==> src/logic/cache_pkg.sv <==
package cache_pkg;

	localparam int data_w         = 32;
	localparam int word_off_w     = 2;
	localparam int words_per_line = 1 << word_off_w;
	localparam int index_w        = 4;
	localparam int num_sets       = 1 << index_w;
	localparam int tag_w          = 10;

	typedef logic [data_w-1:0] data_t;

	// word address without byte offset
	typedef struct packed {
		logic [tag_w-1:0]      tag;
		logic [index_w-1:0]    index;
		logic [word_off_w-1:0] word_off;
	} cache_addr_t;

	typedef struct packed {
		logic [tag_w-1:0]   tag;
		logic [index_w-1:0] index;
	} line_addr_t;

	typedef data_t [words_per_line-1:0] data_line_t;
	typedef data_line_t [1:0] set_data_t;	// indexed by way

	typedef struct packed {
		logic             valid;
		logic             dirty;
		logic [tag_w-1:0] tag;
	} way_flags_t;

	// lru = 1 means way 0 was used last, way 1 goes next
	typedef struct packed {
		way_flags_t [1:0] way;
		logic             lru;
	} set_flags_t;

	typedef enum logic {
		op_rd,
		op_wr
	} req_op_t;

	typedef struct packed {
		req_op_t     op;
		cache_addr_t addr;
		data_t       data;
	} cache_req_t;

	typedef enum logic [2:0] {
		st_idle,
		st_check,
		st_done,
		st_evict,
		st_load,
		st_load2
	} cache_state_t;

	typedef enum logic [1:0] {
		mg_none,
		mg_hit,
		mg_fill
	} merge_sel_t;

endpackage

==> src/logic/cache_array.sv <==
`timescale 1ns/100ps

module cache_array
	import cache_pkg::*;
(
	input  logic               clk_50m,
	input  logic               rst_n,
	input  logic               en,
	input  logic [index_w-1:0] index,
	input  logic               wr_data,
	input  logic               wr_flags,
	input  set_data_t          data_in,
	input  set_flags_t         flags_in,
	output set_data_t          rd_data,
	output set_flags_t         rd_flags
);

	set_data_t  data_mem [num_sets];
	set_flags_t flag_mem [num_sets];

	// read returns the old set when written in the same cycle
	always_ff @(posedge clk_50m) begin
		if (en) begin
			if (wr_data)
				data_mem[index] <= data_in;
			rd_data <= data_mem[index];
		end
	end

	always_ff @(posedge clk_50m, negedge rst_n) begin
		if (!rst_n) begin
			for (int i = 0; i < num_sets; i++)
				flag_mem[i] <= '0;
			rd_flags <= '0;
		end else if (en) begin
			if (wr_flags)
				flag_mem[index] <= flags_in;
			rd_flags <= flag_mem[index];	// held while en is low
		end
	end

	// a write only happens on an enabled cycle
	wr_needs_en: assert property (
		@(posedge clk_50m) disable iff (!rst_n)
		(wr_data || wr_flags) |-> en
	) else $error("cache_array write without en");

endmodule

==> config.mk <==
export PLATFORM = sky130hd
export DESIGN_NAME = cache_array
export DESIGN_NICKNAME = d
export VERILOG_FILES = /design/src/logic/cache_pkg.sv /design/src/logic/cache_array.sv
export SDC_FILE = /design/constraint.sdc
export NUM_CORES = 2
export LEC_CHECK = 0
export ABC_AREA = 1
export BUFFER_PORTS_ARGS = -buffer_cell sky130_fd_sc_hd__buf_2
export CORE_UTILIZATION = 25
export CTS_BUF_LIST = sky130_fd_sc_hd__clkbuf_16
export DETAILED_ROUTE_END_ITERATION = 12
export HOLD_SLACK_MARGIN = 0.05
export PLACE_DENSITY_LB_ADDON = 0.2
export SLEW_MARGIN = 0
export SYNTH_ARGS = -nofsm -noshare
export SYNTH_HDL_FRONTEND = slang
export SYNTH_SLANG_ARGS = --single-unit
==> constraint.sdc <==
create_clock -name clk_50m -period 1.2 [get_ports clk_50m]
set_input_delay 0.24 -clock clk_50m [delete_from_list [all_inputs] [get_ports clk_50m]]
set_output_delay 0.24 -clock clk_50m [all_outputs]
set_load 0.05 [all_outputs]
==> summary.txt <==
Status
  – Status: finished, violations left
  – Violated checks: setup timing

STA
  – Fin Hold WS: 0.0445 ns
  – Clock skew: 0.0651 ns
  – Fmax: 0.457 GHz
  – Slew HR: 40.7%
  – Final setup vio count: 856
  – Setup_tns: -284.11 ns
  – Final Hold Vio Count: 0
  – Setup ws final: -0.990 ns
  – Final Cycle Share: 182%
  – Worst Max-Slew Pin Slew: 0.890 ns
  – Slew Limit Fails: 0
  – Crit path time final: 2.19 ns
  – RSZ-0062 raised after global routing: true

Floorplanning
  – Die area: 720000 um^2
  – Die span in x: 848 um
  – Initial Util: 25.1%
  – # IOs: 571
  – Row Count: 310
  – Die Ht: 848 um
  – Core area: 713000 um^2

Clocking
  – Clk slew on worst S/H paths: 0.07 ns
  – Clk sink count: 4777
  – Total CTS buffers: 553
  – CTS root buffer: clkbuf_16
  – Worst skew pair latency: 1.10 ns
  – H-tree lvl count: 6
  – Clock tree buffer depth: 4
  – CTS tree: done
  – Hold-fix buffers at CTS: 463

Hold path
  – Worst hold-check path type: input pin to flop

Power and ir drop
  – Reg power frac: 49.6%
  – Total power: 382 mW
  – Pint: 289 mW
  – Combinational power share: 8.0%
  – Sw frac: 24.4%
  – Switch Pwr: 93.4 mW
  – Peak VDD IR: 0.00156 V
  – PwrDens: 1640 nW/um^2
  – Leak pwr: 83.0 nW
  – Clk pwr share: 42.4%

Worst setup path
  – CP peak stage delay: 0.64 ns
  – Crit-path slowest cell: edfxtp_1
  – CP Capture Type: primary output
  – Worst Setup Start Kind: flop
  – Arr. time, crit path: 1.95 ns
  – Worst path top cell family by delay: flip-flops
  – CP required: 0.96 ns
  – CP Buf/Inv Count: 1
  – Worst Path Max Fanout: 1
  – Worst-path cell chain: buf_12
  – Crit Path Class: flop to primary output

Synthesis
  – Seq/Total Area, Yosys: 78.9%
  – Post-Syn Instances: 13375
  – Top cell type's share of synthesized area: 73.0%
  – Ys Warns: 0
  – Cell taking the most area after synthesis: edfxtp_1
  – Syn Area/Cell: 13.4 um^2
  – Syn Nets: 13665
  – Yosys reg bits: 4777
  – Main area contributors after synthesis: edfxtp_1 73%, nand2_1 12%, dfrtp_1 5.9%
  – Syn Std Cell Area: 179000 um^2
  – Library cells used by synthesis: 20

GRT
  – First-pass GRT wire length: 861 mm
  – Largest net degree at the start of global routing: 81
  – GRT Residual Overflow: 0
  – Initial antenna violation count: 72
  – Vias in the first global route: 113662
  – Overall routing resource usage: 16.3%

Detailed routing
  – Total Routed Length: 618 mm
  – Pre-Repair DR Iteration Count: 8
  – DRT iter0 DRCs: 9615
  – Routed vias/inst: 4.49
  – WL/cell: 24.3 um
  – Antenna-violating nets left: 0
  – Routed via count: 114287
  – Drt drc: 0

Placement
  – DP Wirelength: 376 mm
  – Routability cong.: 0.757
  – Cell count after placement: 23835
  – Placed Area: 206000 um^2
  – IO buf count: 570
  – Post-Place Worst Slack: -1.29 ns

Cells and area
  – Filler cells: 70570
  – Commonest non-fill, non-tap cell in the layout: nand2_1
  – Final non-filler cell total: 25431
  – Share of post-route cells with drive strength above 1: 16.9%
  – Final core occ: 32.7%
  – Fin area: 233000 um^2
  – P&R area growth vs syn: 30.1%
  – Final net count: 15756
  – Most frequent cells in the layout: 5682 x nand2_1, 4352 x edfxtp_1, 1024 x nand4_1

Run
  – Max-cap viol count: 0
## flip-flops by register name, summed over array words and instances, names as in the netlist
signal / flops
rd_flags: 25
data_mem: 4096
flag_mem: 400
rd_data: 256
## per-layer routing
layer	routed length (um)	vias to the layer above	global-route usage, %	part of all wire, %
li1	-	52316	-	-
met1	283000	58676	22.8	46
met2	296000	2550	27.0	48
met3	27400	723	2.25	4.4
met4	11900	22	3.36	1.9
met5	157	-	0	0.025
## Yosys cell counts
| library cell | number |
|---|---|
| nor3_1 | 16 |
| edfxtp_1 | 4352 |
| buf_4 | 5 |
| nor2_1 | 78 |
| buf_1 | 68 |
| clkbuf_1 | 353 |
| o21ai_1 | 29 |
| dfrtp_1 | 425 |
| buf_2 | 330 |
| nand4_1 | 1024 |
| nor2_4 | 1 |
| o21ai_0 | 371 |
| nor2_2 | 1 |
| inv_2 | 7 |
| nand2_2 | 1 |
| nand3_1 | 66 |
| inv_4 | 1 |
| nand2_1 | 5706 |
| a22oi_1 | 512 |
| inv_1 | 29 |
## power groups by stage
stage	logic [mW]	clock network, mW	registers [mW]
3_3_place_gp	27.4	0	193
3_5_place_dp	27.5	0	193
5_1_grt	33.3	172	190
2_1_floorplan	10.7	0	195
4_1_cts	30.2	166	190
6_report	30.5	162	190
## cells by family after synthesis
kind of cell	share of synthesized area, %
AO/OA/AOI/OAI	3.26
AND/OR/NAND/NOR	15.9
flip-flops	78.9
buffers and inverters	1.90
## final timing paths
kind / from / to / slack, ns / depth (start not counted)
min in group asynchronous: rst_n / flag_mem[202]$_DFFE_PN0P_ / 0.39 / 3
worst max register to register: data_mem[4][49]$_DFFE_PP_ / rd_data[49]$_DFFE_PP_ / -0.18 / 4
worst min-delay path: index[3] / data_mem[5][53]$_DFFE_PP_ / 0.04 / 5
worst min register to register: flag_mem[332]$_DFFE_PN0P_ / flag_mem[332]$_DFFE_PN0P_ / 0.48 / 2
max in group asynchronous: rst_n / flag_mem[382]$_DFFE_PN0P_ / -0.12 / 4
worst max-delay path: rd_data[50]$_DFFE_PP_ / rd_data[50] / -0.99 / 1
## cell type report
cell class	instances	area [um^2]	share of cell area, %
timing repair buffer	2292	27000	11.6
antenna	27	67.6	0.0290
inverter	37	216	0.0929
clock inverter	419	3360	1.44
sequential	4777	141000	60.7
multi-input combinational	7805	35100	15.1
clock buffer	558	14000	5.99
tap	9516	11900	5.11
## repair_timing
action                                 in CTS  in global routing
pin swaps                                  98                 48
setup buffers                              22                 78
setup endpoints to repair                 790               4574
gates cloned                                0                 42
gates resized for setup                   664                146
endpoints found under the hold margin    4997                  1
No activity file was read; power rests on OpenSTA's default activity.
