[config.mk]
export PLATFORM = sky130hd
export DESIGN_NAME = tag_check
export DESIGN_NICKNAME = d
export VERILOG_FILES = /design/src/logic/cache_pkg.sv /design/src/logic/tag_check.sv
export SDC_FILE = /design/constraint.sdc
export NUM_CORES = 1
export LEC_CHECK = 0
export CAP_MARGIN = 20
export CORE_AREA = 2 2 39 41
export DETAILED_ROUTE_END_ITERATION = 16
export DIE_AREA = 0 0 41 43
export DONT_BUFFER_PORTS = 1
export GPL_ROUTABILITY_DRIVEN = 0
export PLACE_DENSITY = 0.32
export RECOVER_POWER = 50
export SLEW_MARGIN = 30
export SYNTH_ARGS = -nofsm -noshare
export SYNTH_HDL_FRONTEND = slang
export SYNTH_SLANG_ARGS = --single-unit
[constraint.sdc]
create_clock -name vclk -period 0.81
set_clock_uncertainty 0.05 [all_clocks]
set_input_delay 0.1215 -clock vclk [all_inputs]
set_output_delay 0.1215 -clock vclk [all_outputs]
set_load 0.01 [all_outputs]
[src/logic/cache_pkg.sv]
package cache_pkg;

	localparam int data_w         = 32;
	localparam int word_off_w     = 2;
	localparam int words_per_line = 1 << word_off_w;
	localparam int index_w        = 4;
	localparam int num_sets       = 1 << index_w;
	localparam int tag_w          = 10;

	typedef logic [data_w-1:0] data_t;

	// word address without byte offset
	typedef struct packed {
		logic [tag_w-1:0]      tag;
		logic [index_w-1:0]    index;
		logic [word_off_w-1:0] word_off;
	} cache_addr_t;

	typedef struct packed {
		logic [tag_w-1:0]   tag;
		logic [index_w-1:0] index;
	} line_addr_t;

	typedef data_t [words_per_line-1:0] data_line_t;
	typedef data_line_t [1:0] set_data_t;	// indexed by way

	typedef struct packed {
		logic             valid;
		logic             dirty;
		logic [tag_w-1:0] tag;
	} way_flags_t;

	// lru = 1 means way 0 was used last, way 1 goes next
	typedef struct packed {
		way_flags_t [1:0] way;
		logic             lru;
	} set_flags_t;

	typedef enum logic {
		op_rd,
		op_wr
	} req_op_t;

	typedef struct packed {
		req_op_t     op;
		cache_addr_t addr;
		data_t       data;
	} cache_req_t;

	typedef enum logic [2:0] {
		st_idle,
		st_check,
		st_done,
		st_evict,
		st_load,
		st_load2
	} cache_state_t;

	typedef enum logic [1:0] {
		mg_none,
		mg_hit,
		mg_fill
	} merge_sel_t;

endpackage

[src/logic/tag_check.sv]
`timescale 1ns/100ps

module tag_check
	import cache_pkg::*;
(
	input  set_flags_t       flags,
	input  logic [tag_w-1:0] tag,
	output logic             hit,
	output logic             hit_way,
	output logic             victim_way,
	output logic             victim_dirty
);

	logic [1:0] way_hit;

	always_comb begin
		for (int w = 0; w < 2; w++)
			way_hit[w] = flags.way[w].valid && (flags.way[w].tag == tag);
	end

	assign hit     = |way_hit;
	assign hit_way = way_hit[1];	// way 0 unless way 1 matched

	// lru points away from the way used last
	assign victim_way   = flags.lru;
	assign victim_dirty = flags.way[victim_way].valid && flags.way[victim_way].dirty;

	// a fill never installs a tag that is already present in the set
	always_comb begin
		assert (!(way_hit[0] && way_hit[1]))
		else $error("tag_check both ways hit for tag %h", tag);
	end

endmodule

==> results.md, run 1 <==
* WL per Instance at 14.40 um
* Hold buffers post-CTS at 0
* Synth area leader: xnor2_1
* RSZ-0062 raised after global routing: yes
* Placed cell area at 314.1 sq um
* Via-to-Cell Ratio at 4.646
* Share of the synthesized area in the top cell type at 51.22%
* FMAX at 1027 MHz
* Vias in the first global route at 244
* Fillers at 144
* Final Max Slew Viols at 0
* Ports at 39
* Fin crit share at 120.3%
* Syn nets at 67
* Setup bufs post-CTS at 0
* Clock buf count at 0
* Final hold vios at 0
* Core area at 1384 sq um
* Worst setup path startpoint: flags[10]
* CP Capture Type: output pin
* Setup crit start kind: input pin
* Final setup violating endpoints at 2
* Pwr Density at 422.3 nW/um^2
* Crit path DAT at 800 ps
* Total internal power at 135.0 uW
* Clk pwr share at 0%
* Lkg Pwr at 0.0001609 uW
* Synth-to-layout area growth at 68.29%
* Layout cells sized above 1 at 56.25%
* Worst setup path end: hit
* Sequential Power Share at 0%
* Sequential cell area at 0 sq um
* Critical path required time at 640 ps
* Synthesized area per cell at 8.016 sq um
* Maximum VDD drop at 0.1352 mV
* Hold Path Class: input pin to output pin
* Synth top cells by count: 15 x xnor2_1, 5 x xor2_1, 3 x nand4_1, 2 x nand3_1
* Nets at 69
* CP Class: input pin to output pin
* Status: finished, violations left
* Total number of vias at 223
* Sequential-to-total area share from yosys stat at 0%
* Initial antenna violation count at 0
* Ant. Diodes at 0
* Pre-antenna DRT Iters at 2
* Rows at 14
* Most frequent cell after synthesis: xnor2_1
* Failing checks: negative setup slack
* Seq Cell Count at 0
* Die height at 43 um
* Crit Path Max Fanout at 1
* Switch Pwr at 47.31 uW
* Die Wd at 41 um
* Synth Cell Area at 256.5 sq um
* Least-Margin Pin Slew at 356.1 ps
* Largest net degree at the start of global routing at 4
* Switching Fraction at 25.95%
* Initial DRC count at 2
* Combinational share of power at 100.0%
* I/O Buffers at 0
* Setup ws final at -164.2 ps
* Cells after Synth at 32
* Antenna Violating Nets Remaining at 0
* Max-cap viol count at 0
* Die ar. at 1763 sq um
* GR Overflow Total at 0
* Post-Route WL at 691 um
* Synthesis Warnings at 0
* Fin crit period at 974.2 ps
* Starting Density at 18.54%
* Post-route setup TNS at -251.4 ps
* Synth cell types at 11
* Rel. slew slack at 76.01%
* Design Area, Final at 431.7 sq um
* First-pass GRT wire length at 945 um
* Drt drc at 0
* GRT Util Overall at 7.631%
* Synth top area cells: xnor2_1 51%, xor2_1 17%, nand4_1 7.3%
area by class of cell:
| cell class | count | area [sq um] | area share [%] |
|---|---|---|---|
| multi-input combinational | 31 | 404.1 | 93.62 |
| tap | 16 | 20.02 | 4.638 |
| timing repair buffer | 1 | 7.507 | 1.739 |
how the worst min path moves through the flow:
stage | from | endpoint | slack (ps) | cells after the start
after floorplan | flags[0] | victim_way | 280 | 1
after CTS | flags[0] | victim_way | 190 | 0
final | flags[0] | victim_way | 190 | 0
after global placement | flags[0] | victim_way | 190 | 0
after detailed placement | flags[0] | victim_way | 190 | 0
after global routing | flags[0] | victim_way | 190 | 0
metal layers:
metal	part of all wire, %	track usage (%)
met1	28	9.968
met2	56	13.75
met3	16	0.5236
met4	0	0
met5	0	0
placed cells by master (no fill, tap or decap), drive strengths merged:
cell    n
a41o    1
buf     1
nand2   1
nand3   2
nand4   3
nor2    1
nor3    1
nor4    1
o21ai   1
xnor2  15
xor2    5
logic make-up after synthesis:
family / count (synthesis) / share of synthesized area [%]
and+or+nand+nor: 9 / 22.92
AOI/OAI and AO/OA: 2 / 5.852
buffers and inverters: 1 / 2.928
xor gates and xnor gates: 20 / 68.29
critical path, cell delays in order:
cell	delay (ps)
xor2_4	160
nor4_2	270
a41o_1	250
repair_timing:
| action | 4_1_cts | 5_1_grt |
|---|---|---|
| setup endpoints to repair | 2 | 2 |
| pin swaps | 4 | 1 |
| resized for setup | 7 | 7 |
stage by stage:
stage                     util (%)  power [uW]  setup slack, ps  cells  hold slack, ps
after floorplan                  -       120.8           -149.0     32           284.8
after global placement       22.69       130.0           -213.5     48           193.1
after detailed placement     22.69       132.0           -216.2     48           193.1
after CTS                    26.49       153.5           -168.6     48           193.1
after global routing         31.19       197.2           -217.3     48           193.1
final                        31.19       182.3           -164.2     48           193.0
power by group through the flow:
stage | Combinational, uW | Sequential (uW) | Clock, uW
after floorplan | 121 | 0 | 0
after global placement | 130 | 0 | 0
after CTS | 154 | 0 | 0
after global routing | 197 | 0 | 0
final | 182 | 0 | 0
after detailed placement | 132 | 0 | 0
Note: power is estimated with default switching activity, not from simulation.
==> run 2, diff against run 1 <==
--- a/config.mk
+++ b/config.mk
@@ -11,7 +11,7 @@
 export DIE_AREA = 0 0 41 43
 export DONT_BUFFER_PORTS = 1
 export GPL_ROUTABILITY_DRIVEN = 0
-export PLACE_DENSITY = 0.32
+export PLACE_DENSITY = 0.31
 export RECOVER_POWER = 50
 export SLEW_MARGIN = 30
 export SYNTH_ARGS = -nofsm -noshare
==> constraint.sdc (replaced) <==
create_clock -name vclk -period 1.1
set_clock_uncertainty 0.05 [all_clocks]
set_input_delay 0.165 -clock vclk [all_inputs]
set_output_delay 0.165 -clock vclk [all_outputs]
set_load 0.01 [all_outputs]
==> run 2 against run 1 <==
Effect of this change:
- combinational power fell by 47%
- critical endpoint unchanged
- the run now ends clean
- flip-flop and latch count did not move
- via count fell by 2.7%
- hold slack improved by 87 ps
- die area did not move
- sequential share of layout area did not move
- final area fell by 26%
- non-clock buffer count did not move
- worst setup slack improved by 230 ps
==> results.md, run 2 (synthesis gave the netlist of run 1 again) <==
* Status: complete, no violations
* GRT Util Overall at 7.193% (-0.44 points)
* Crit path DAT at 820 ps (+20 ps)
* Die height at 43 um (unchanged)
* Setup bufs post-CTS at 0 (unchanged)
* Least-Margin Pin Slew at 349.7 ps (-6.350 ps)
* Most frequent cells in the layout: 11 x xnor2_1, 5 x xor2_1, 3 x nand4_1, 3 x xnor2_2, 2 x nand3_1
* Pwr Density at 303.0 nW/um^2 (-28%)
* Ant. Diodes at 0 (unchanged)
* Cells after DPL at 48 (unchanged)
* Fin crit share at 94.39%
* GR Overflow Total at 0 (unchanged)
* Final Util at 22.97% (-8.2 points)
* Fin crit period at 1038 ps
* Final setup violating endpoints at 0 (-2)
* Via-to-Cell Ratio at 4.521 (-2.7%)
* Initial antenna violation count at 0 (unchanged)
* Worst setup path end: hit
* Layout cells sized above 1 at 21.88% (-34 points)
* Clock buf count at 0 (unchanged)
* Die Wd at 41 um (unchanged)
* I/O Buffers at 0 (unchanged)
* Total number of vias at 217 (-2.7%)
* Post-Route WL at 639 um (-7.5%)
* Most common cell after layout, fill and taps aside: xnor2_1
* CP Capture Type: output pin
* Ports at 39 (unchanged)
* Largest net degree at the start of global routing at 4 (unchanged)
* FMAX at 963.1 MHz
* Worst setup path startpoint: tag[9]
* Die ar. at 1763 sq um (unchanged)
* Starting Density at 18.54% (unchanged)
* Pre-antenna DRT Iters at 1 (-1)
* Core area at 1384 sq um (unchanged)
* First-pass GRT wire length at 903 um (-4.4%)
* Crit path cell chain: xor2_1 > nor4_2 > a41o_1
* Drt drc at 0 (unchanged)
* Final Instance Count excl. Fillers at 48 (unchanged)
* Maximum VDD drop at 0.06518 mV (-52%)
* Nets at 69 (unchanged)
* Final hold vios at 0 (unchanged)
* Setup crit start kind: input pin
* CP Class: input pin to output pin
* RSZ-0062 raised after global routing: yes
* Vias in the first global route at 242 (-0.82%)
* WL per Instance at 13.31 um (-7.5%)
* Seq Cell Count at 0 (unchanged)
* Rel. slew slack at 76.44% (+0.43 points)
* Slowest cell on crit path: nor4_2
* Sequential cell area at 0 sq um (unchanged)
* Hold Path Class: input pin to output pin
* Hold buffers post-CTS at 0 (unchanged)
* Largest stage delay, worst path at 260 ps (about the same)
* Initial DRC count at 0 (-2)
* Max-cap viol count at 0 (unchanged)
* Lkg Pwr at 0.0001032 uW (-36%)
* Synth-to-layout area growth at 23.90%
* Fillers at 155 (+7.6%)
* Antenna Violating Nets Remaining at 0 (unchanged)
* Rows at 14 (unchanged)
* Final Max Slew Viols at 0 (unchanged)
* Crit Path Max Fanout at 2 (+1)
* Critical path required time at 880 ps (+240 ps)
[run 2: cell counts in the layout (fill, tap and decap cells not counted)]
Identical to the previous run, type by type.
[run 2: cell type report]
type	count	area, sq um	share of cell area (%)
Multi-Input combinational cell	31	290.3	91.34
Tap cell	16	20.02	6.299
Timing Repair Buffer	1	7.507	2.362
[run 2: repair_timing]
item	4_1_cts	5_1_grt
pin swaps	1	1
hold endpoints to repair	0	0
endpoints found under the setup margin	1	1
resized for setup	0	5
[run 2: power breakdown]
| part | switching, uW | internal (uW) | leakage, uW |
|---|---|---|---|
| clock | 0 | 0 | 0 |
| combinational | 31.4 | 64.9 | 0.000103 |
| sequential | 0 | 0 | 0 |
| total | 31.4 | 64.9 | 0.000103 |
[run 2: how the worst min path moves through the flow]
stage / from / to / cells past startpoint
6_report: flags[0] / victim_way / 0
5_1_grt: flags[0] / victim_way / 0
4_1_cts: flags[0] / victim_way / 0
3_5_place_dp: flags[0] / victim_way / 0
3_3_place_gp: flags[0] / victim_way / 0
2_1_floorplan: flags[0] / victim_way / 1
[run 2: stage by stage]
| step | hold WS, ps | TNS [ps] | instance area (sq um) | total power (uW) | setup slack [ps] |
|---|---|---|---|---|---|
| floorplan | 371.8 | 0 | 256.5 | 77.34 | 41.01 |
| global placement | 280.2 | 0 | 276.5 | 83.96 | 13.69 |
| detailed placement | 280.2 | 0 | 276.5 | 85.78 | 3.003 |
| CTS | 280.2 | 0 | 276.5 | 86.53 | 7.170 |
| global route | 280.0 | -39.81 | 317.8 | 108.7 | -39.81 |
| finish | 280.1 | 0 | 317.8 | 96.29 | 61.66 |
[run 2: worst max-delay path, delay by kind of cell]
family / cells / cell delay (ps)
XOR/XNOR: 1 / 150
AO/OA/AOI/OAI: 1 / 240
AND/OR/NAND/NOR: 1 / 260
[run 2: per-layer routing]
layer / GRT usage, % / routed length (um)
met4: 0 / 0
met2: 13.44 / 336
met5: 0 / 0
met3: 1.047 / 105
met1: 8.544 / 198
