$ cat src/logic/cache_pkg.sv
package cache_pkg;

	localparam int data_w         = 32;
	localparam int word_off_w     = 2;
	localparam int words_per_line = 1 << word_off_w;
	localparam int index_w        = 4;
	localparam int num_sets       = 1 << index_w;
	localparam int tag_w          = 10;

	typedef logic [data_w-1:0] data_t;

	// word address without byte offset
	typedef struct packed {
		logic [tag_w-1:0]      tag;
		logic [index_w-1:0]    index;
		logic [word_off_w-1:0] word_off;
	} cache_addr_t;

	typedef struct packed {
		logic [tag_w-1:0]   tag;
		logic [index_w-1:0] index;
	} line_addr_t;

	typedef data_t [words_per_line-1:0] data_line_t;
	typedef data_line_t [1:0] set_data_t;	// indexed by way

	typedef struct packed {
		logic             valid;
		logic             dirty;
		logic [tag_w-1:0] tag;
	} way_flags_t;

	// lru = 1 means way 0 was used last, way 1 goes next
	typedef struct packed {
		way_flags_t [1:0] way;
		logic             lru;
	} set_flags_t;

	typedef enum logic {
		op_rd,
		op_wr
	} req_op_t;

	typedef struct packed {
		req_op_t     op;
		cache_addr_t addr;
		data_t       data;
	} cache_req_t;

	typedef enum logic [2:0] {
		st_idle,
		st_check,
		st_done,
		st_evict,
		st_load,
		st_load2
	} cache_state_t;

	typedef enum logic [1:0] {
		mg_none,
		mg_hit,
		mg_fill
	} merge_sel_t;

endpackage

$ cat src/logic/cache_ctrl.sv
`timescale 1ns/100ps

module cache_ctrl
	import cache_pkg::*;
(
	input  logic         clk_50m,
	input  logic         rst_n,
	input  logic         valid,
	input  req_op_t      op,
	input  logic         hit,
	input  logic         victim_dirty,
	input  logic         mem_done,
	output logic         en,
	output logic         wr_data,
	output logic         wr_flags,
	output logic         load_set,
	output logic         clr_set,
	output merge_sel_t   sel,
	output logic         mem_req,
	output logic         mem_wr,
	output logic         done,
	output cache_state_t state
);

	cache_state_t next_state;
	logic         mem_ack_q;	// memory answered last cycle
	logic         mem_fin;

	always_ff @(posedge clk_50m, negedge rst_n) begin
		if (!rst_n) begin
			state     <= st_idle;
			mem_ack_q <= 1'b0;
		end else begin
			state     <= next_state;
			mem_ack_q <= mem_fin;
		end
	end

	// one idle cycle on the memory port between write-back and fill
	assign mem_req = ((state == st_evict) || (state == st_load)) && !mem_ack_q;
	assign mem_wr  = mem_req && (state == st_evict);
	assign mem_fin = mem_req && mem_done;
	assign done    = (state == st_done);

	always_comb begin
		next_state = state;
		en         = 1'b0;
		wr_data    = 1'b0;
		wr_flags   = 1'b0;
		load_set   = 1'b0;
		clr_set    = 1'b0;
		sel        = mg_none;

		unique case (state)
			st_idle: begin
				if (valid) begin
					en         = 1'b1;	// set read lands in check
					next_state = st_check;
				end else begin
					clr_set = 1'b1;
				end
			end

			st_check: begin
				load_set = 1'b1;
				if (hit)
					next_state = st_done;
				else if (victim_dirty)
					next_state = st_evict;
				else
					next_state = st_load;
			end

			st_evict: begin
				if (mem_fin)
					next_state = st_load;
			end

			st_load: begin
				if (mem_fin) begin
					en         = 1'b1;
					wr_data    = 1'b1;
					wr_flags   = 1'b1;
					sel        = mg_fill;
					next_state = st_load2;
				end
			end

			st_load2: begin
				en         = 1'b1;	// reread the filled set
				next_state = st_done;
			end

			st_done: begin
				en         = 1'b1;
				wr_data    = (op == op_wr);
				wr_flags   = 1'b1;	// lru on every access
				sel        = mg_hit;
				next_state = st_idle;
			end

			default: next_state = st_idle;
		endcase
	end

	// the fill path must leave the requested line resident
	done_is_hit: assert property (
		@(posedge clk_50m) disable iff (!rst_n)
		(state == st_done) |-> hit
	) else $error("cache_ctrl reached st_done without a hit");

	mem_req_held: assert property (
		@(posedge clk_50m) disable iff (!rst_n)
		(mem_req && !mem_done) |=> mem_req
	) else $error("cache_ctrl dropped mem_req before mem_done");

endmodule

$ cat config.mk
export PLATFORM = sky130hd
export DESIGN_NAME = cache_ctrl
export DESIGN_NICKNAME = d
export VERILOG_FILES = /design/src/logic/cache_pkg.sv /design/src/logic/cache_ctrl.sv
export SDC_FILE = /design/constraint.sdc
export NUM_CORES = 1
export LEC_CHECK = 0
export ABC_AREA = 1
export BUFFER_PORTS_ARGS = -buffer_cell sky130_fd_sc_hd__buf_2
export CORE_AREA = 4 4 41 43
export CTS_CLUSTER_SIZE = 30
export DETAILED_ROUTE_END_ITERATION = 7
export DIE_AREA = 0 0 45 47
export HOLD_SLACK_MARGIN = 0.03
export SETUP_SLACK_MARGIN = 0.1
export SLEW_MARGIN = 20
export SYNTH_ARGS = -nofsm -noshare
export SYNTH_HDL_FRONTEND = slang
export SYNTH_SLANG_ARGS = --single-unit
$ cat constraint.sdc
create_clock -name clk_50m -period 1 [get_ports clk_50m]
set_input_delay 0.2 -clock clk_50m [delete_from_list [all_inputs] [get_ports clk_50m]]
set_output_delay 0.2 -clock clk_50m [all_outputs]
set_load 0.03 [all_outputs]
==> results of run 1 <==
[metal layers]
| layer | vias to the layer above | share of wire | wire length [um] |
|---|---|---|---|
| met4 | 0 | 0 | 0 |
| met1 | 206 | 0.41 | 437 |
| li1 | 249 | - | - |
| met3 | 0 | 0.046 | 50 |
| met5 | - | 0 | 0 |
| met2 | 9 | 0.55 | 589 |
[Yosys cell counts]
| library cell | count | area (sq um) |
|---|---|---|
| nor2_1 | 5 | 18.8 |
| nand2_1 | 13 | 48.8 |
| nor2_2 | 1 | 6.26 |
| nand3_1 | 7 | 35.0 |
| nor3_1 | 1 | 5.00 |
| dfrtp_1 | 4 | 100 |
| nand4_1 | 1 | 6.26 |
| nand3_2 | 2 | 20.0 |
| nand2_2 | 3 | 18.8 |
| nand3b_1 | 1 | 7.51 |
| o21ai_2 | 1 | 8.76 |
| inv_2 | 1 | 3.75 |
| inv_1 | 13 | 48.8 |
[registers in the layout (all words and copies together), names as in the netlist]
| name | count |
|---|---|
| mem_ack_q | 1 |
| state | 3 |
[final cells by class]
type                            count  area, sq um
Clock buffer                        4         26.3
Fill cell                         129          539
Inverter                           14         52.6
Multi-Input combinational cell     35          223
Sequential cell                     4          104
Tap cell                           15         18.8
Timing Repair Buffer               39          338
[worst max-delay path by stage]
stage	cells past startpoint	end	startpoint
2_1_floorplan	5	en	state[1]$_DFFE_PN0P_
3_3_place_gp	6	en	state[1]$_DFFE_PN0P_
3_5_place_dp	6	en	state[1]$_DFFE_PN0P_
4_1_cts	6	en	state[0]$_DFFE_PN0P_
5_1_grt	6	en	state[1]$_DFFE_PN0P_
6_report	6	en	state[1]$_DFFE_PN0P_
[worst max-delay path: stages, from the launching register on]
cell and delay (ns):
dfrtp_2 0.43, nor2_4 0.13, nand2_2 0.08, inv_2 0.08, nand3_4 0.08, nand4_1 0.10
buf_6 0.14
[per-stage QoR]
| step | area, sq um | hold WS (ns) | setup TNS (ns) | worst slack [ns] |
|---|---|---|---|---|
| 3_5_place_dp | 573 | 0.00984 | -2.67 | -0.304 |
| 3_3_place_gp | 573 | 0.00621 | -2.53 | -0.297 |
| 2_1_floorplan | 349 | -0.0956 | -3.04 | -0.380 |
| 4_1_cts | 739 | 0.270 | -5.24 | -0.474 |
| 5_1_grt | 762 | 0.289 | -6.53 | -0.551 |
| 6_report | 762 | 0.279 | -5.36 | -0.479 |
[power by group through the flow]
stage | clock, uW | sequential (uW) | combinational [uW]
global route | 246 | 350 | 2430
detailed placement | 0 | 332 | 1730
floorplan | 0 | 460 | 870
finish | 217 | 335 | 2270
CTS | 232 | 334 | 2200
global placement | 0 | 329 | 1710
[timing repair]
| item | CTS | global route |
|---|---|---|
| setup buffers | 4 | 2 |
| hold buffers | 1 | 0 |
| resized for setup | 28 | 3 |
| pin swaps | 4 | 1 |
| setup endpoints to repair | 17 | 17 |
| endpoints found under the hold margin | 4 | 0 |
[logic make-up after synthesis]
group | after synthesis | synth area share
flip-flops | 4 | 0.305
AO/OA/AOI/OAI | 1 | 0.0267
AND/OR/NAND/NOR | 34 | 0.508
buffers and inverters | 14 | 0.160
==> impl_metrics.json, run 1 <==
{
  "synth.avg_cell_area_sq_um": 6.19,
  "period_share": 1.48,
  "die_h_um": 47,
  "use_met3": 0.0307,
  "dp.cells": 100,
  "p_per_area_nw_per_um2": 3700,
  "end_kind": "primary output",
  "power.total_uw": 2820,
  "finalHoldViolCount": 0,
  "wl_um": 1080,
  "period_needed_ns": 1.48,
  "finalMaxSlewViolations": 0,
  "leakage_uw": 0.000450,
  "crit_type": "flip-flop to primary output",
  "num_io_pins": 20,
  "antenna_found_initial": 0,
  "r2r_slack_ns": -0.32,
  "worstHoldStart": "mem_done",
  "layout_commonest_cell": "buf_4",
  "numCtsBuffers": 3,
  "p_int_uw": 1490,
  "coreArea_sq_um": 1300,
  "met1_usage": 0.135,
  "violations": "negative setup slack",
  "combPwrFrac": 0.804,
  "gp_congestion": 0.760,
  "ys_seq_area_frac": 0.305,
  "hold_class": "input pin to flip-flop",
  "yosysUniqueCellTypes": 13,
  "outcome": "finished with violations",
  "grt_util_all_layers": 0.122,
  "pwr-share-seq": 0.119,
  "wl_per_cell_um": 9.70,
  "cts.sinks": 4,
  "antennaDiodeCount": 0,
  "dpl.hpwl_um": 844,
  "hold_depth": 3,
  "switching_power_uw": 1330,
  "swShare": 0.473,
  "ir_worst_vdd_mv": 1.55,
  "syn_nets": 60,
  "rsz0062_at_grt": "true",
  "setup_ws_ns": -0.479,
  "clk_latency_ns": 0.23,
  "h-tree-depth": 1,
  "layout_common_cells": "20 x buf_4, 12 x nand2_1, 10 x buf_6",
  "drc": 0,
  "drive_gt1_frac": 0.646,
  "p_clk_frac": 0.077,
  "crit_required_ns": 0.80,
  "max-cap-violations": 0,
  "cp.arrival_ns": 1.28,
  "reg2reg_from": "state[1]$_DFFE_PN0P_",
  "ant_nets": 0,
  "grt.busiest_layer": "met2",
  "clk_path_buf_depth": 2,
  "dieWidth_um": 45,
  "rows": 13,
  "synth_seq_cells": 4,
  "area_growth_pct": 132,
  "nNetsFinal": 104,
  "grt_max_degree": 6,
  "netlist_area_sq_um": 328,
  "syn_inst": 53,
  "crit_fanout": 4,
  "clock.fmax_mhz": 676,
  "initial_core_util": 0.252,
  "fin_cells": 111,
  "grt_pass1_vias": 457,
  "drtIter0Drc": 1,
  "relSlewSlack": 0.905,
  "rr_endpoint": "state[2]$_DFFE_PN0P_",
  "clkTransAtPathRegs_ns": 0.04,
  "num_vias": 464,
  "use_met2": 0.212,
  "die_area_sq_um": 2120,
  "utilization": 0.586,
  "port_buffers": 19,
  "tightest_slew_ns": 0.143,
  "crit_path_start_kind": "flip-flop",
  "dr.pass1.iters": 2,
  "skew_ns": 0.00121,
  "setup_viol": 17,
  "yosysWarningCount": 0,
  "tritoncts": "yes",
  "rr_worst_depth": 7,
  "grt_pass1_wl_um": 1870,
  "gr-total-overflow": 0,
  "holdPathEnd": "mem_ack_q$_DFF_PN0_",
  "root_buffer": "clkbuf_4",
  "via_per_inst": 4.18
}
No activity file was read; power rests on OpenSTA's default activity.
==> run 2: changes to the inputs <==
--- a/config.mk
+++ b/config.mk
@@ -7,11 +7,15 @@
 export LEC_CHECK = 0
 export ABC_AREA = 1
 export BUFFER_PORTS_ARGS = -buffer_cell sky130_fd_sc_hd__buf_2
-export CORE_AREA = 4 4 41 43
+export CAP_MARGIN = 20
+export CELL_PAD_IN_SITES_DETAIL_PLACEMENT = 0
+export CELL_PAD_IN_SITES_GLOBAL_PLACEMENT = 1
+export CORE_MARGIN = 4
+export CORE_UTILIZATION = 22
 export CTS_CLUSTER_SIZE = 30
 export DETAILED_ROUTE_END_ITERATION = 7
-export DIE_AREA = 0 0 45 47
 export HOLD_SLACK_MARGIN = 0.03
+export PLACE_DENSITY_LB_ADDON = 0.1
 export SETUP_SLACK_MARGIN = 0.1
 export SLEW_MARGIN = 20
 export SYNTH_ARGS = -nofsm -noshare
==> impl_metrics.json, run 2 (synthesis gave the netlist of run 1 again) <==
{
  "crit_required_ns": 0.80,
  "p_per_area_nw_per_um2": 3690,
  "tightest_slew_ns": 0.148,
  "grt_max_degree": 5,
  "grt_pass1_wl_um": 1770,
  "crit_fanout": 4,
  "largestRegisters": "state (3), mem_ack_q (1)",
  "combPwrFrac": 0.787,
  "via_per_inst": 4.20,
  "clk_path_buf_depth": 2,
  "p_int_uw": 1330,
  "coreArea_sq_um": 1350,
  "max-cap-violations": 0,
  "port_buffers": 19,
  "reg2reg_from": "state[0]$_DFFE_PN0P_",
  "die_h_um": 46.6,
  "tritoncts": "yes",
  "area_growth_pct": 117,
  "dieWidth_um": 46.6,
  "path_delay_family": "flip-flops",
  "outcome": "finished with violations",
  "utilization": 0.527,
  "layout_commonest_cell": "buf_4",
  "fin_area_sq_um": 712,
  "setup_viol": 17,
  "place_area_sq_um": 553,
  "relSlewSlack": 0.901,
  "root_buffer": "clkbuf_4",
  "clkTransAtPathRegs_ns": 0.05,
  "setup_ws_ns": -0.475,
  "rsz0062_at_grt": "true",
  "drive_gt1_frac": 0.638,
  "h-tree-depth": 1,
  "period_share": 1.47,
  "finalHoldViolCount": 0,
  "grt_util_all_layers": 0.119,
  "largest_reg_flops": 3,
  "drc": 0,
  "crit_path_start_kind": "flip-flop",
  "p_clk_frac": 0.086,
  "violations": "negative setup slack",
  "numCtsBuffers": 3,
  "path_cells": "nor2_4 -> nand2_2 -> inv_2 -> nand3_4 -> nand2_1 -> buf_6",
  "crit_type": "flip-flop to primary output",
  "initial_core_util": 0.243,
  "wl_um": 1110,
  "clk_latency_ns": 0.24,
  "antenna_found_initial": 0,
  "leakage_uw": 0.000432,
  "finalMaxSlewViolations": 0,
  "power.total_uw": 2630,
  "cp.arrival_ns": 1.27,
  "gr-total-overflow": 0,
  "period_needed_ns": 1.47,
  "cp_slowest_stage_delay_ns": 0.43,
  "num_io_pins": 20,
  "skew_ns": 0.0145,
  "num_vias": 458,
  "ir_worst_vdd_mv": 1.49,
  "grt_pass1_vias": 448,
  "swShare": 0.492,
  "regMostFlops": "state",
  "cts.sinks": 4,
  "worstHoldStart": "mem_done",
  "ant_nets": 0,
  "die_area_sq_um": 2170,
  "rows": 13,
  "layout_common_cells": "22 x buf_4, 12 x nand2_1, 8 x inv_1, 8 x buf_6",
  "dpl.hpwl_um": 845,
  "crit_start": "state[0]$_DFFE_PN0P_",
  "clock.fmax_mhz": 678,
  "antennaDiodeCount": 0,
  "pwr-share-seq": 0.127,
  "dr.pass1.iters": 2,
  "end_kind": "primary output",
  "wl_per_cell_um": 10.2,
  "path_buf_inv": 2,
  "drtIter0Drc": 2,
  "gp_congestion": 0.731,
  "hold_class": "input pin to flip-flop",
  "crit_slowest_cell": "dfrtp_2",
  "nNetsFinal": 102,
  "switching_power_uw": 1290
}
run 2: cell types whose count changed in the layout (fill, tap and decap cells not counted), sizes merged:
| cell | change |
|---|---|
| buf | -2 |
run 2: per-stage QoR:
stage | instances | worst slack [ns] | hold slack [ns] | TNS, ns
floorplan | 53 | -0.380 | -0.0956 | -3.04
global placement | 99 | -0.306 | 0.00868 | -2.67
global route | 109 | -0.533 | 0.301 | -6.36
finish | 109 | -0.475 | 0.280 | -5.33
detailed placement | 99 | -0.297 | 0.00766 | -2.66
CTS | 109 | -0.462 | 0.274 | -5.37
run 2: repair_timing:
action / 4_1_cts / 5_1_grt
hold buffers: 1 / 0
hold endpoints to repair: 4 / 0
resized for setup: 25 / 1
pin swaps: 2 / 1
setup buffers: 5 / 0
setup endpoints to repair: 17 / 17
run 2: area by class of cell:
| type | count | area [sq um] |
|---|---|---|
| multi-input combinational | 35 | 215 |
| timing repair buffer | 37 | 295 |
| inverter | 14 | 52.6 |
| clock buffer | 4 | 26.3 |
| tap | 15 | 18.8 |
| fill | 138 | 638 |
| sequential | 4 | 104 |
run 2: per-layer routing:
metal | track usage | part of all wire | vias to the layer above
met5 | 0 | 0 | -
met4 | 0.0511 | 0 | 0
met3 | 0.0273 | 0.073 | 0
met2 | 0.220 | 0.54 | 13
met1 | 0.125 | 0.39 | 200
li1 | - | - | 245
run 2: power groups by stage:
stage	sequential, uW	clock [uW]	combinational (uW)
after floorplan	460	0	870
after global placement	322	0	1640
after detailed placement	324	0	1640
after CTS	324	240	2070
final	333	226	2070
after global routing	344	249	2220
run 2: worst reg2reg max path, stage by stage, from the launching register on:
cell,delay [ns]
dfrtp_2,0.43
nor2_4,0.11
buf_4,0.13
nand3b_1,0.10
buf_4,0.15
buf_4,0.12
nand3_1,0.07
nand2_1,0.05
run 2: worst paths after layout:
check / end / slack [ns] / depth (start not counted)
max in group asynchronous: state[1]$_DFFE_PN0P_ / 0.56 / 2
hold reg to reg: state[0]$_DFFE_PN0P_ / 0.65 / 4
setup / recovery: wr_flags / -0.47 / 6
min in group asynchronous: state[0]$_DFFE_PN0P_ / 0.29 / 2
setup reg to reg: state[2]$_DFFE_PN0P_ / -0.29 / 7
hold / removal: mem_ack_q$_DFF_PN0_ / 0.28 / 3
