--- config.mk ---
export PLATFORM = sky130hd
export DESIGN_NAME = line_merge
export DESIGN_NICKNAME = d
export VERILOG_FILES = /design/src/logic/cache_pkg.sv /design/src/logic/line_merge.sv
export SDC_FILE = /design/constraint.sdc
export NUM_CORES = 1
export LEC_CHECK = 0
export BUFFER_PORTS_ARGS = -buffer_cell sky130_fd_sc_hd__buf_2
export CORE_AREA = 8 8 449 451
export DETAILED_ROUTE_END_ITERATION = 7
export DIE_AREA = 0 0 457 459
export PLACE_DENSITY = 0.3
export RECOVER_POWER = 25
export SYNTH_ARGS = -nofsm -noshare
export SYNTH_HDL_FRONTEND = slang
export SYNTH_SLANG_ARGS = --single-unit
--- constraint.sdc ---
create_clock -name vclk -period 2.27
set_clock_uncertainty 0.15 [all_clocks]
set_input_delay 0.454 -clock vclk [all_inputs]
set_output_delay 0.454 -clock vclk [all_outputs]
set_load 0.05 [all_outputs]
--- src/logic/cache_pkg.sv ---
package cache_pkg;

	localparam int data_w         = 32;
	localparam int word_off_w     = 2;
	localparam int words_per_line = 1 << word_off_w;
	localparam int index_w        = 4;
	localparam int num_sets       = 1 << index_w;
	localparam int tag_w          = 10;

	typedef logic [data_w-1:0] data_t;

	// word address without byte offset
	typedef struct packed {
		logic [tag_w-1:0]      tag;
		logic [index_w-1:0]    index;
		logic [word_off_w-1:0] word_off;
	} cache_addr_t;

	typedef struct packed {
		logic [tag_w-1:0]   tag;
		logic [index_w-1:0] index;
	} line_addr_t;

	typedef data_t [words_per_line-1:0] data_line_t;
	typedef data_line_t [1:0] set_data_t;	// indexed by way

	typedef struct packed {
		logic             valid;
		logic             dirty;
		logic [tag_w-1:0] tag;
	} way_flags_t;

	// lru = 1 means way 0 was used last, way 1 goes next
	typedef struct packed {
		way_flags_t [1:0] way;
		logic             lru;
	} set_flags_t;

	typedef enum logic {
		op_rd,
		op_wr
	} req_op_t;

	typedef struct packed {
		req_op_t     op;
		cache_addr_t addr;
		data_t       data;
	} cache_req_t;

	typedef enum logic [2:0] {
		st_idle,
		st_check,
		st_done,
		st_evict,
		st_load,
		st_load2
	} cache_state_t;

	typedef enum logic [1:0] {
		mg_none,
		mg_hit,
		mg_fill
	} merge_sel_t;

endpackage

--- src/logic/line_merge.sv ---
`timescale 1ns/100ps

module line_merge
	import cache_pkg::*;
(
	input  merge_sel_t sel,
	input  cache_req_t req,
	input  logic       hit_way,
	input  logic       victim_way,
	input  set_data_t  cur_data,
	input  set_flags_t cur_flags,
	input  set_data_t  arr_data,
	input  set_flags_t arr_flags,
	input  data_line_t fill_line,
	output set_data_t  data_out,
	output set_flags_t flags_out,
	output data_t      rd_word,
	output data_line_t victim_line
);

	logic [word_off_w-1:0] word_off;
	logic [tag_w-1:0]      req_tag;

	assign word_off = req.addr.word_off;
	assign req_tag  = req.addr.tag;

	always_comb begin
		data_out  = cur_data;
		flags_out = cur_flags;

		unique case (sel)
			mg_hit: begin
				// live array output holds the set after check or load2
				data_out  = arr_data;
				flags_out = arr_flags;
				if (req.op == op_wr) begin
					data_out[hit_way][word_off]   = req.data;
					flags_out.way[hit_way].valid = 1'b1;
					flags_out.way[hit_way].dirty = 1'b1;
					flags_out.way[hit_way].tag   = req_tag;
				end
				flags_out.lru = ~hit_way;
			end

			mg_fill: begin
				data_out[victim_way]            = fill_line;
				flags_out.way[victim_way].valid = 1'b1;
				flags_out.way[victim_way].dirty = 1'b0;	// clean after fill
				flags_out.way[victim_way].tag   = req_tag;
				// lru only moves on the hit update
			end

			default: begin
				data_out  = cur_data;
				flags_out = cur_flags;
			end
		endcase
	end

	assign rd_word     = arr_data[hit_way][word_off];
	assign victim_line = cur_data[victim_way];

endmodule

==> run summary, run 1 <==
Final WS setup - -0.804 ns
Placed Area - 28200 um2
RSZ-0062 raised after global routing - yes
post-route cell area - 33600 um2
first-pass GRT wire length - 264 mm
Slew Viols, Final - 0
I/O pin count - 1184
Internal - 0.00502 W
post-synthesis sequential area ratio - 0
fin cells - 5841
initial antenna violation count - 153
gpl congestion - 0.926
WL final - 209 mm
Post-DP HPWL - 181 mm
grt total ovfl - 0
hold depth - 4
Net Count, Synth - 2514
VDD IR max - 164 uV
violated checks - setup timing
Distinct cells, synth - 32
total iterations of the first detailed-routing run - 5
Vias - 23900
Die H - 459 um
Rows - 162
Cells after DPL - 5645
sequential power share - 0
main combinational cell family by area after synthesis - compound AO/OA/AOI/OAI gates
vias per cell - 4.10
switch share - 0.604
Die ar. - 210000 um2
Comb pwr share - 1.000
Iteration-0 DRC Markers - 1915
clkbuf count - 0
GRT Total Usage - 0.186
max cap viols - 0
vias in the first global route - 24200
period utilization - 1.35
Residual DRC - 0
CP max FO - 6
Final Hold Vio Count - 0
hold-fix buffers at CTS - 0
mux cell area share after synthesis - 0.256
data arrival time of the worst path - 2.47 ns
layout cell share with drive strength beyond 1 - 0.715
most common cell after layout, fill and taps aside - buf_2
Worst Hold Path EP - data_out[18]
min Tclk post-route - 3.07 ns
hold_sp - arr_data[18]
Compound-Gate Fraction of Synth Area - 0.347
Starting Density - 0.0702
Final ANT Viol Nets - 0
nets - 4006
leading cell types in the layout, fill and taps excluded - buf_2 (913), buf_4 (374), o211ai_1 (242)
Least-Margin Pin Slew - 0.647 ns
largest net degree at the start of global routing - 35
Ys Warns - 0
Mean Syn Cell Area - 7.70 um2
P_sw - 0.00764 W
Final setup viols - 412
Mapped Cells - 1769
Adder-Cell Fraction of Synth Area - 0.00184
Area Growth Syn to Fin - 146%
Min-Delay Path Class - input port to output port
XOR/XNOR share of the synthesized area - 0
Seq cells - 0
Mapped Area - 13600 um2
IO Port Bufs - 1179
sequential cell area - 0 um2
Worst slew margin - 0.568
Pleak - 13.5 nW
CP Capture Type - output port
Crit Path Class - input port to output port
die width - 457 um
status - finished, violations left
core area - 194000 um2
Critical Path RT - 1.67 ns
Clk network pwr share - 0
Simple-Gate Fraction of Synth Area - 0.306
WHS - 1.16 ns
crit path launch type - input port
P per Cell Area - 377 nW/um2
Max Fclk - 325 MHz
drt wl/cell - 35.8 um
==> routing by layer <==
layer  track usage  vias to the layer above  part of all wire
met2         0.303                     1420              0.45
met4        0.0499                      110             0.035
met3        0.0800                      320              0.11
li1              -                    10200                 -
met1         0.223                    11900              0.41
met5             0                        -            0.0033
==> how the worst max path moves through the flow <==
stage	startpoint	to	slack [ns]	cells past startpoint
finish	sel[0]	data_out[36]	-0.80	12
global route	sel[0]	data_out[227]	-0.87	13
CTS	sel[0]	data_out[100]	-0.85	12
detailed placement	sel[0]	data_out[205]	-1.51	10
global placement	sel[0]	data_out[205]	-1.50	10
floorplan	sel[1]	data_out[100]	-0.46	7
==> power groups by stage <==
stage | clock (W) | combinational, W | sequential (W)
floorplan | 0 | 0.00556 | 0
global route | 0.00000000133 | 0.0132 | 0
global placement | 0 | 0.0112 | 0
detailed placement | 0 | 0.0112 | 0
CTS | 0 | 0.0123 | 0
finish | 0.00000000236 | 0.0127 | 0
==> per-stage QoR <==
step	util	total power (W)	worst slack, ns	setup TNS (ns)
5_1_grt	0.173	0.0132	-0.872	-233.42
3_5_place_dp	0.145	0.0112	-1.51	-239.61
4_1_cts	0.163	0.0123	-0.848	-222.56
3_3_place_gp	0.145	0.0112	-1.50	-237.92
2_1_floorplan	-	0.00556	-0.460	-114.53
6_report	0.173	0.0127	-0.804	-208.29
==> Yosys cell counts, types with 2 or more instances <==
master | instances | area [um2]
o211ai_1 | 242 | 1820
a22oi_1 | 20 | 150
mux4_2 | 64 | 1440
buf_4 | 10 | 75.1
nor2b_1 | 140 | 876
o21ai_0 | 9 | 45.0
clkbuf_2 | 2 | 10.0
nand3_2 | 28 | 280
nand3_1 | 225 | 1130
mux2i_1 | 25 | 250
a221oi_2 | 9 | 135
ha_1 | 2 | 25.0
a221oi_1 | 243 | 2130
mux2_2 | 160 | 1800
nand2b_1 | 2 | 12.5
nand2_1 | 57 | 214
buf_2 | 95 | 475
o211ai_2 | 32 | 400
nand4b_1 | 3 | 26.3
a21oi_1 | 2 | 10.0
inv_1 | 5 | 18.8
buf_1 | 10 | 37.5
o221ai_1 | 2 | 17.5
buf_6 | 19 | 214
nand4bb_1 | 3 | 33.8
o22ai_1 | 2 | 12.5
and2_1 | 253 | 1580
clkbuf_1 | 101 | 379
==> cell type report <==
cell class         count  area [um2]
fillers            22000      161000
multi-input cells   1527       14800
inverters              5        23.8
well taps           2542        3180
repair buffers      1727       15400
diodes                40         100
==> cells by family (layout without fill, tap and decap cells) <==
kind of cell	count (synthesis)	in the layout
muxes	249	249
adders and majority gates	2	2
AOI/OAI and AO/OA	562	562
and+or+nand+nor	714	714
buffers and inverters	242	1732
other	0	40
==> critical path: stages <==
cell and delay (ns):
buf_12 0.09, inv_6 0.03, ha_4 0.25, buf_6 0.12, nor2b_4 0.16, buf_12 0.14
buf_16 0.15, buf_16 0.17, buf_12 0.14, nand2_4 0.11, o211ai_1 0.36, clkbuf_16 0.25
==> repair_timing <==
action	CTS	global route
resized for setup	451	337
cloned	21	10
endpoints found under the setup margin	425	427
buffers inserted	97	55
pin swaps	125	133
(Power assumes the default switching activity.)
==> run 2: changes to the inputs <==
--- a/config.mk
+++ b/config.mk
@@ -6,10 +6,12 @@
 export NUM_CORES = 1
 export LEC_CHECK = 0
 export BUFFER_PORTS_ARGS = -buffer_cell sky130_fd_sc_hd__buf_2
-export CORE_AREA = 8 8 449 451
+export CELL_PAD_IN_SITES_DETAIL_PLACEMENT = 1
+export CELL_PAD_IN_SITES_GLOBAL_PLACEMENT = 2
+export CORE_AREA = 8 8 451 453
 export DETAILED_ROUTE_END_ITERATION = 7
-export DIE_AREA = 0 0 457 459
-export PLACE_DENSITY = 0.3
+export DIE_AREA = 0 0 459 461
+export PLACE_DENSITY = 0.37
 export RECOVER_POWER = 25
 export SYNTH_ARGS = -nofsm -noshare
 export SYNTH_HDL_FRONTEND = slang
==> run summary, run 2 (same netlist as run 1, synthesis figures left out) <==
Worst slew margin - 0.131
Worst Hold Path EP - flags_out[11]
hold_sp - cur_flags[11]
VDD IR max - 163 uV
Rows - 163
Die ar. - 212000 um2
IO Port Bufs - 1179
P per Cell Area - 371 nW/um2
core area - 196000 um2
die width - 459 um
Vias - 24300
Die H - 461 um
Area Growth Syn to Fin - 166%
vias in the first global route - 25800
RSZ-0062 raised after global routing - yes
I/O pin count - 1184
most common cell after layout, fill and taps aside - buf_2
Final Hold Vio Count - 0
max cap viols - 0
Critical Path RT - 1.67 ns
hold depth - 4
WHS - 1.14 ns
FILL cells - 22900
worst-path cell chain - buf_12 > ha_4 > buf_6 > nor2b_4 > buf_12 > buf_8 > nand2_8 > o211ai_1 > buf_4 > buf_12
grt total ovfl - 0
GRT Total Usage - 0.181
post-route cell area - 36300 um2
Final setup viols - 407
Post-DP HPWL - 175 mm
Cells after DPL - 5771
Final WS setup - -1.14 ns
max incr delay on CP - 1.00 ns
Starting Density - 0.0695
first-pass GRT wire length - 264 mm
sequential cell area - 0 um2
Tot Pwr - 0.0135 W
CP max FO - 3
Least-Margin Pin Slew - 1.30 ns
period utilization - 1.50
data arrival time of the worst path - 2.81 ns
min Tclk post-route - 3.41 ns
Crit Path Class - input port to output port
total iterations of the first detailed-routing run - 5
clkbuf count - 0
crit-path most repeated cell - buf_12
Pleak - 14.6 nW
drt wl/cell - 34.2 um
Iteration-0 DRC Markers - 1364
Placed Area - 28800 um2
status - finished, violations left
WL final - 207 mm
Seq cells - 0
Min-Delay Path Class - input port to output port
Slew Viols, Final - 0
Final ANT Viol Nets - 0
Residual DRC - 0
gpl congestion - 0.886
hold-fix buffers at CTS - 0
initial antenna violation count - 128
violated checks - setup timing
leading cell types in the layout, fill and taps excluded - buf_2 (874), buf_4 (442), buf_12 (251)
Max Fclk - 293 MHz
layout cell share with drive strength beyond 1 - 0.763
crit path launch type - input port
CP Capture Type - output port
largest net degree at the start of global routing - 52
nets - 4113
slowest stage cell, crit path - o211ai_1
fin cells - 6046
vias per cell - 4.02
run 2: changes by cell type in the layout (fill, tap and decap cells not counted), sizes merged:
| cell | before | now |
|---|---|---|
| buf | 1679 | 1782 |
| clkbuf | 43 | 48 |
| bufbuf | 5 | 4 |
run 2: report_power, final:
group	switching (W)	internal (W)	leakage, nW
sequential	0	0	0
clock	0	0.00000000230	0.000256
combinational	0.00783	0.00564	14.6
total	0.00783	0.00564	14.6
run 2: layer usage:
metal	up-vias	global-route usage	wire [um]
li1	10500	-	-
met1	12200	0.222	85400
met3	300	0.0497	15600
met5	-	0	461
met2	1219	0.320	98400
met4	74	0.0339	6890
run 2: how the worst max path moves through the flow:
stage / from / endpoint / slack, ns / cells after the start
after floorplan: sel[1] / data_out[100] / -0.46 / 7
after global placement: sel[0] / data_out[205] / -1.60 / 11
after detailed placement: sel[0] / data_out[205] / -1.61 / 11
after CTS: sel[0] / data_out[205] / -1.13 / 11
after global routing: sel[1] / data_out[205] / -1.12 / 10
final: sel[1] / data_out[205] / -1.14 / 10
run 2: what timing repair did:
| action | 4_1_cts | 5_1_grt |
|---|---|---|
| gates resized for setup | 880 | 200 |
| pin swaps | 228 | 95 |
| hold endpoints to repair | 0 | 0 |
| endpoints found under the setup margin | 412 | 414 |
| setup buffers | 143 | 89 |
| cloned | 25 | 9 |
run 2: area by class of cell:
cell class	count	area (um2)	share of cell area
diodes	40	100	0.00276
multi-input cells	1527	15700	0.434
repair buffers	1834	17100	0.472
inverters	5	23.8	0.000655
well taps	2640	3300	0.0911
run 2: metrics by stage:
step           setup slack [ns]  setup TNS (ns)   util
2_1_floorplan            -0.460         -114.53      -
3_3_place_gp              -1.60         -235.81  0.147
3_5_place_dp              -1.61         -237.98  0.147
4_1_cts                   -1.13         -235.24  0.177
5_1_grt                   -1.12         -259.73  0.185
6_report                  -1.14         -237.72  0.185
run 2: worst max-delay path: cells and delay by family:
kind	cells	cell delay (ns)
buffers and inverters	6	0.90
and+or+nand+nor	2	0.18
adders and majority gates	1	0.25
AOI/OAI and AO/OA	1	1.00
==> run 3: changes to the inputs <==
--- a/config.mk
+++ b/config.mk
@@ -16,3 +16,4 @@
 export SYNTH_ARGS = -nofsm -noshare
 export SYNTH_HDL_FRONTEND = slang
 export SYNTH_SLANG_ARGS = --single-unit
+export TNS_END_PERCENT = 1
==> run summary, run 3 (same netlist as run 1, synthesis figures left out) <==
status - finished, violations left
violated checks - setup timing
die width - 459 um
most common cell after layout, fill and taps aside - buf_2
Die H - 461 um
CP max FO - 18
Max Fclk - 330 MHz
period utilization - 1.34
largest net degree at the start of global routing - 61
core area - 196000 um2
crit path launch type - input port
Post-DP HPWL - 173 mm
Die ar. - 212000 um2
CP bufs+invs - 8
sequential cell area - 0 um2
post-route cell area - 31800 um2
hold_sp - cur_data[28]
WHS - 1.15 ns
final setup TNS - -168.36 ns
I/O pin count - 1184
first-pass GRT wire length - 254 mm
Residual DRC - 0
Final ANT Viol Nets - 0
Critical Path RT - 1.67 ns
Starting Density - 0.0695
post-layout util - 0.162
Worst Hold Path EP - data_out[28]
VDD IR max - 179 uV
Vias - 22900
Min-Delay Path Class - input port to output port
IO Port Bufs - 1179
Slew Viols, Final - 0
max incr delay on CP - 0.29 ns
min Tclk post-route - 3.03 ns
Final WS setup - -0.763 ns
clkbuf count - 0
Top delay family on crit path - buffers and inverters
max cap viols - 0
Least-Margin Pin Slew - 0.596 ns
Pleak - 12.7 nW
vias in the first global route - 24400
Tot Pwr - 0.0120 W
Final setup viols - 359
worst-path cell chain - buf_8 > inv_6 > ha_4 > buf_4 > buf_12 > buf_6 > buf_12 > and2_1 > a221oi_1 > o211ai_1 > buf_4 > buf_12
grt total ovfl - 0
CP Capture Type - output port
Rows - 163
leading cell types in the layout, fill and taps excluded - buf_2 (781), buf_4 (399), buf_12 (252)
GRT Total Usage - 0.175
RSZ-0062 raised after global routing - yes
Placed Area - 28200 um2
hold-fix buffers at CTS - 0
crit-path most repeated cell - buf_12
hold depth - 4
WL final - 199 mm
P per Cell Area - 379 nW/um2
Worst slew margin - 0.603
total iterations of the first detailed-routing run - 5
Final Hold Vio Count - 0
Iteration-0 DRC Markers - 1330
Area Growth Syn to Fin - 133%
vias per cell - 3.94
initial antenna violation count - 107
slowest stage cell, crit path - a221oi_1
Seq cells - 0
gpl congestion - 0.890
layout cell share with drive strength beyond 1 - 0.671
nets - 3886
Crit Path Class - input port to output port
drt wl/cell - 34.3 um
data arrival time of the worst path - 2.43 ns
-- run 3: report_power, final --
group / internal (W) / switching (W)
Sequential: 0 / 0
Clock: 0.00000000177 / 0
Combinational: 0.00476 / 0.00729
-- run 3: worst max-delay path by stage --
stage | startpoint | end | cells past startpoint
after floorplan | req[32] | data_out[197] | 6
final | sel[0] | data_out[36] | 12
after detailed placement | sel[0] | data_out[77] | 10
after global routing | sel[0] | data_out[36] | 12
after global placement | sel[0] | data_out[77] | 10
after CTS | sel[0] | data_out[224] | 13
-- run 3: area by class of cell --
| type | count | area (um2) |
|---|---|---|
| Antenna cell | 31 | 77.6 |
| Inverter | 5 | 23.8 |
| Multi-Input combinational cell | 1527 | 14000 |
| Fill cell | 23200 | 164000 |
| Timing Repair Buffer | 1607 | 14300 |
| Tap cell | 2640 | 3300 |
-- run 3: layer usage --
| metal | wire length (um) | track usage |
|---|---|---|
| met1 | 82600 | 0.213 |
| met2 | 97000 | 0.312 |
| met3 | 14900 | 0.0512 |
| met4 | 4200 | 0.0227 |
| met5 | 389 | 0 |
-- run 3: repair_timing --
item                                    CTS  global route
buffers inserted                         22            10
pin swaps                                66            73
cloned                                    6             1
endpoints found under the setup margin  423           386
endpoints found under the hold margin     0             0
gates resized for setup                 570           172
-- run 3: per-stage QoR --
stage | worst slack [ns] | cells
floorplan | -0.461 | 1769
global placement | -1.10 | 5742
detailed placement | -1.10 | 5742
CTS | -0.793 | 5769
global route | -0.800 | 5789
finish | -0.763 | 5810
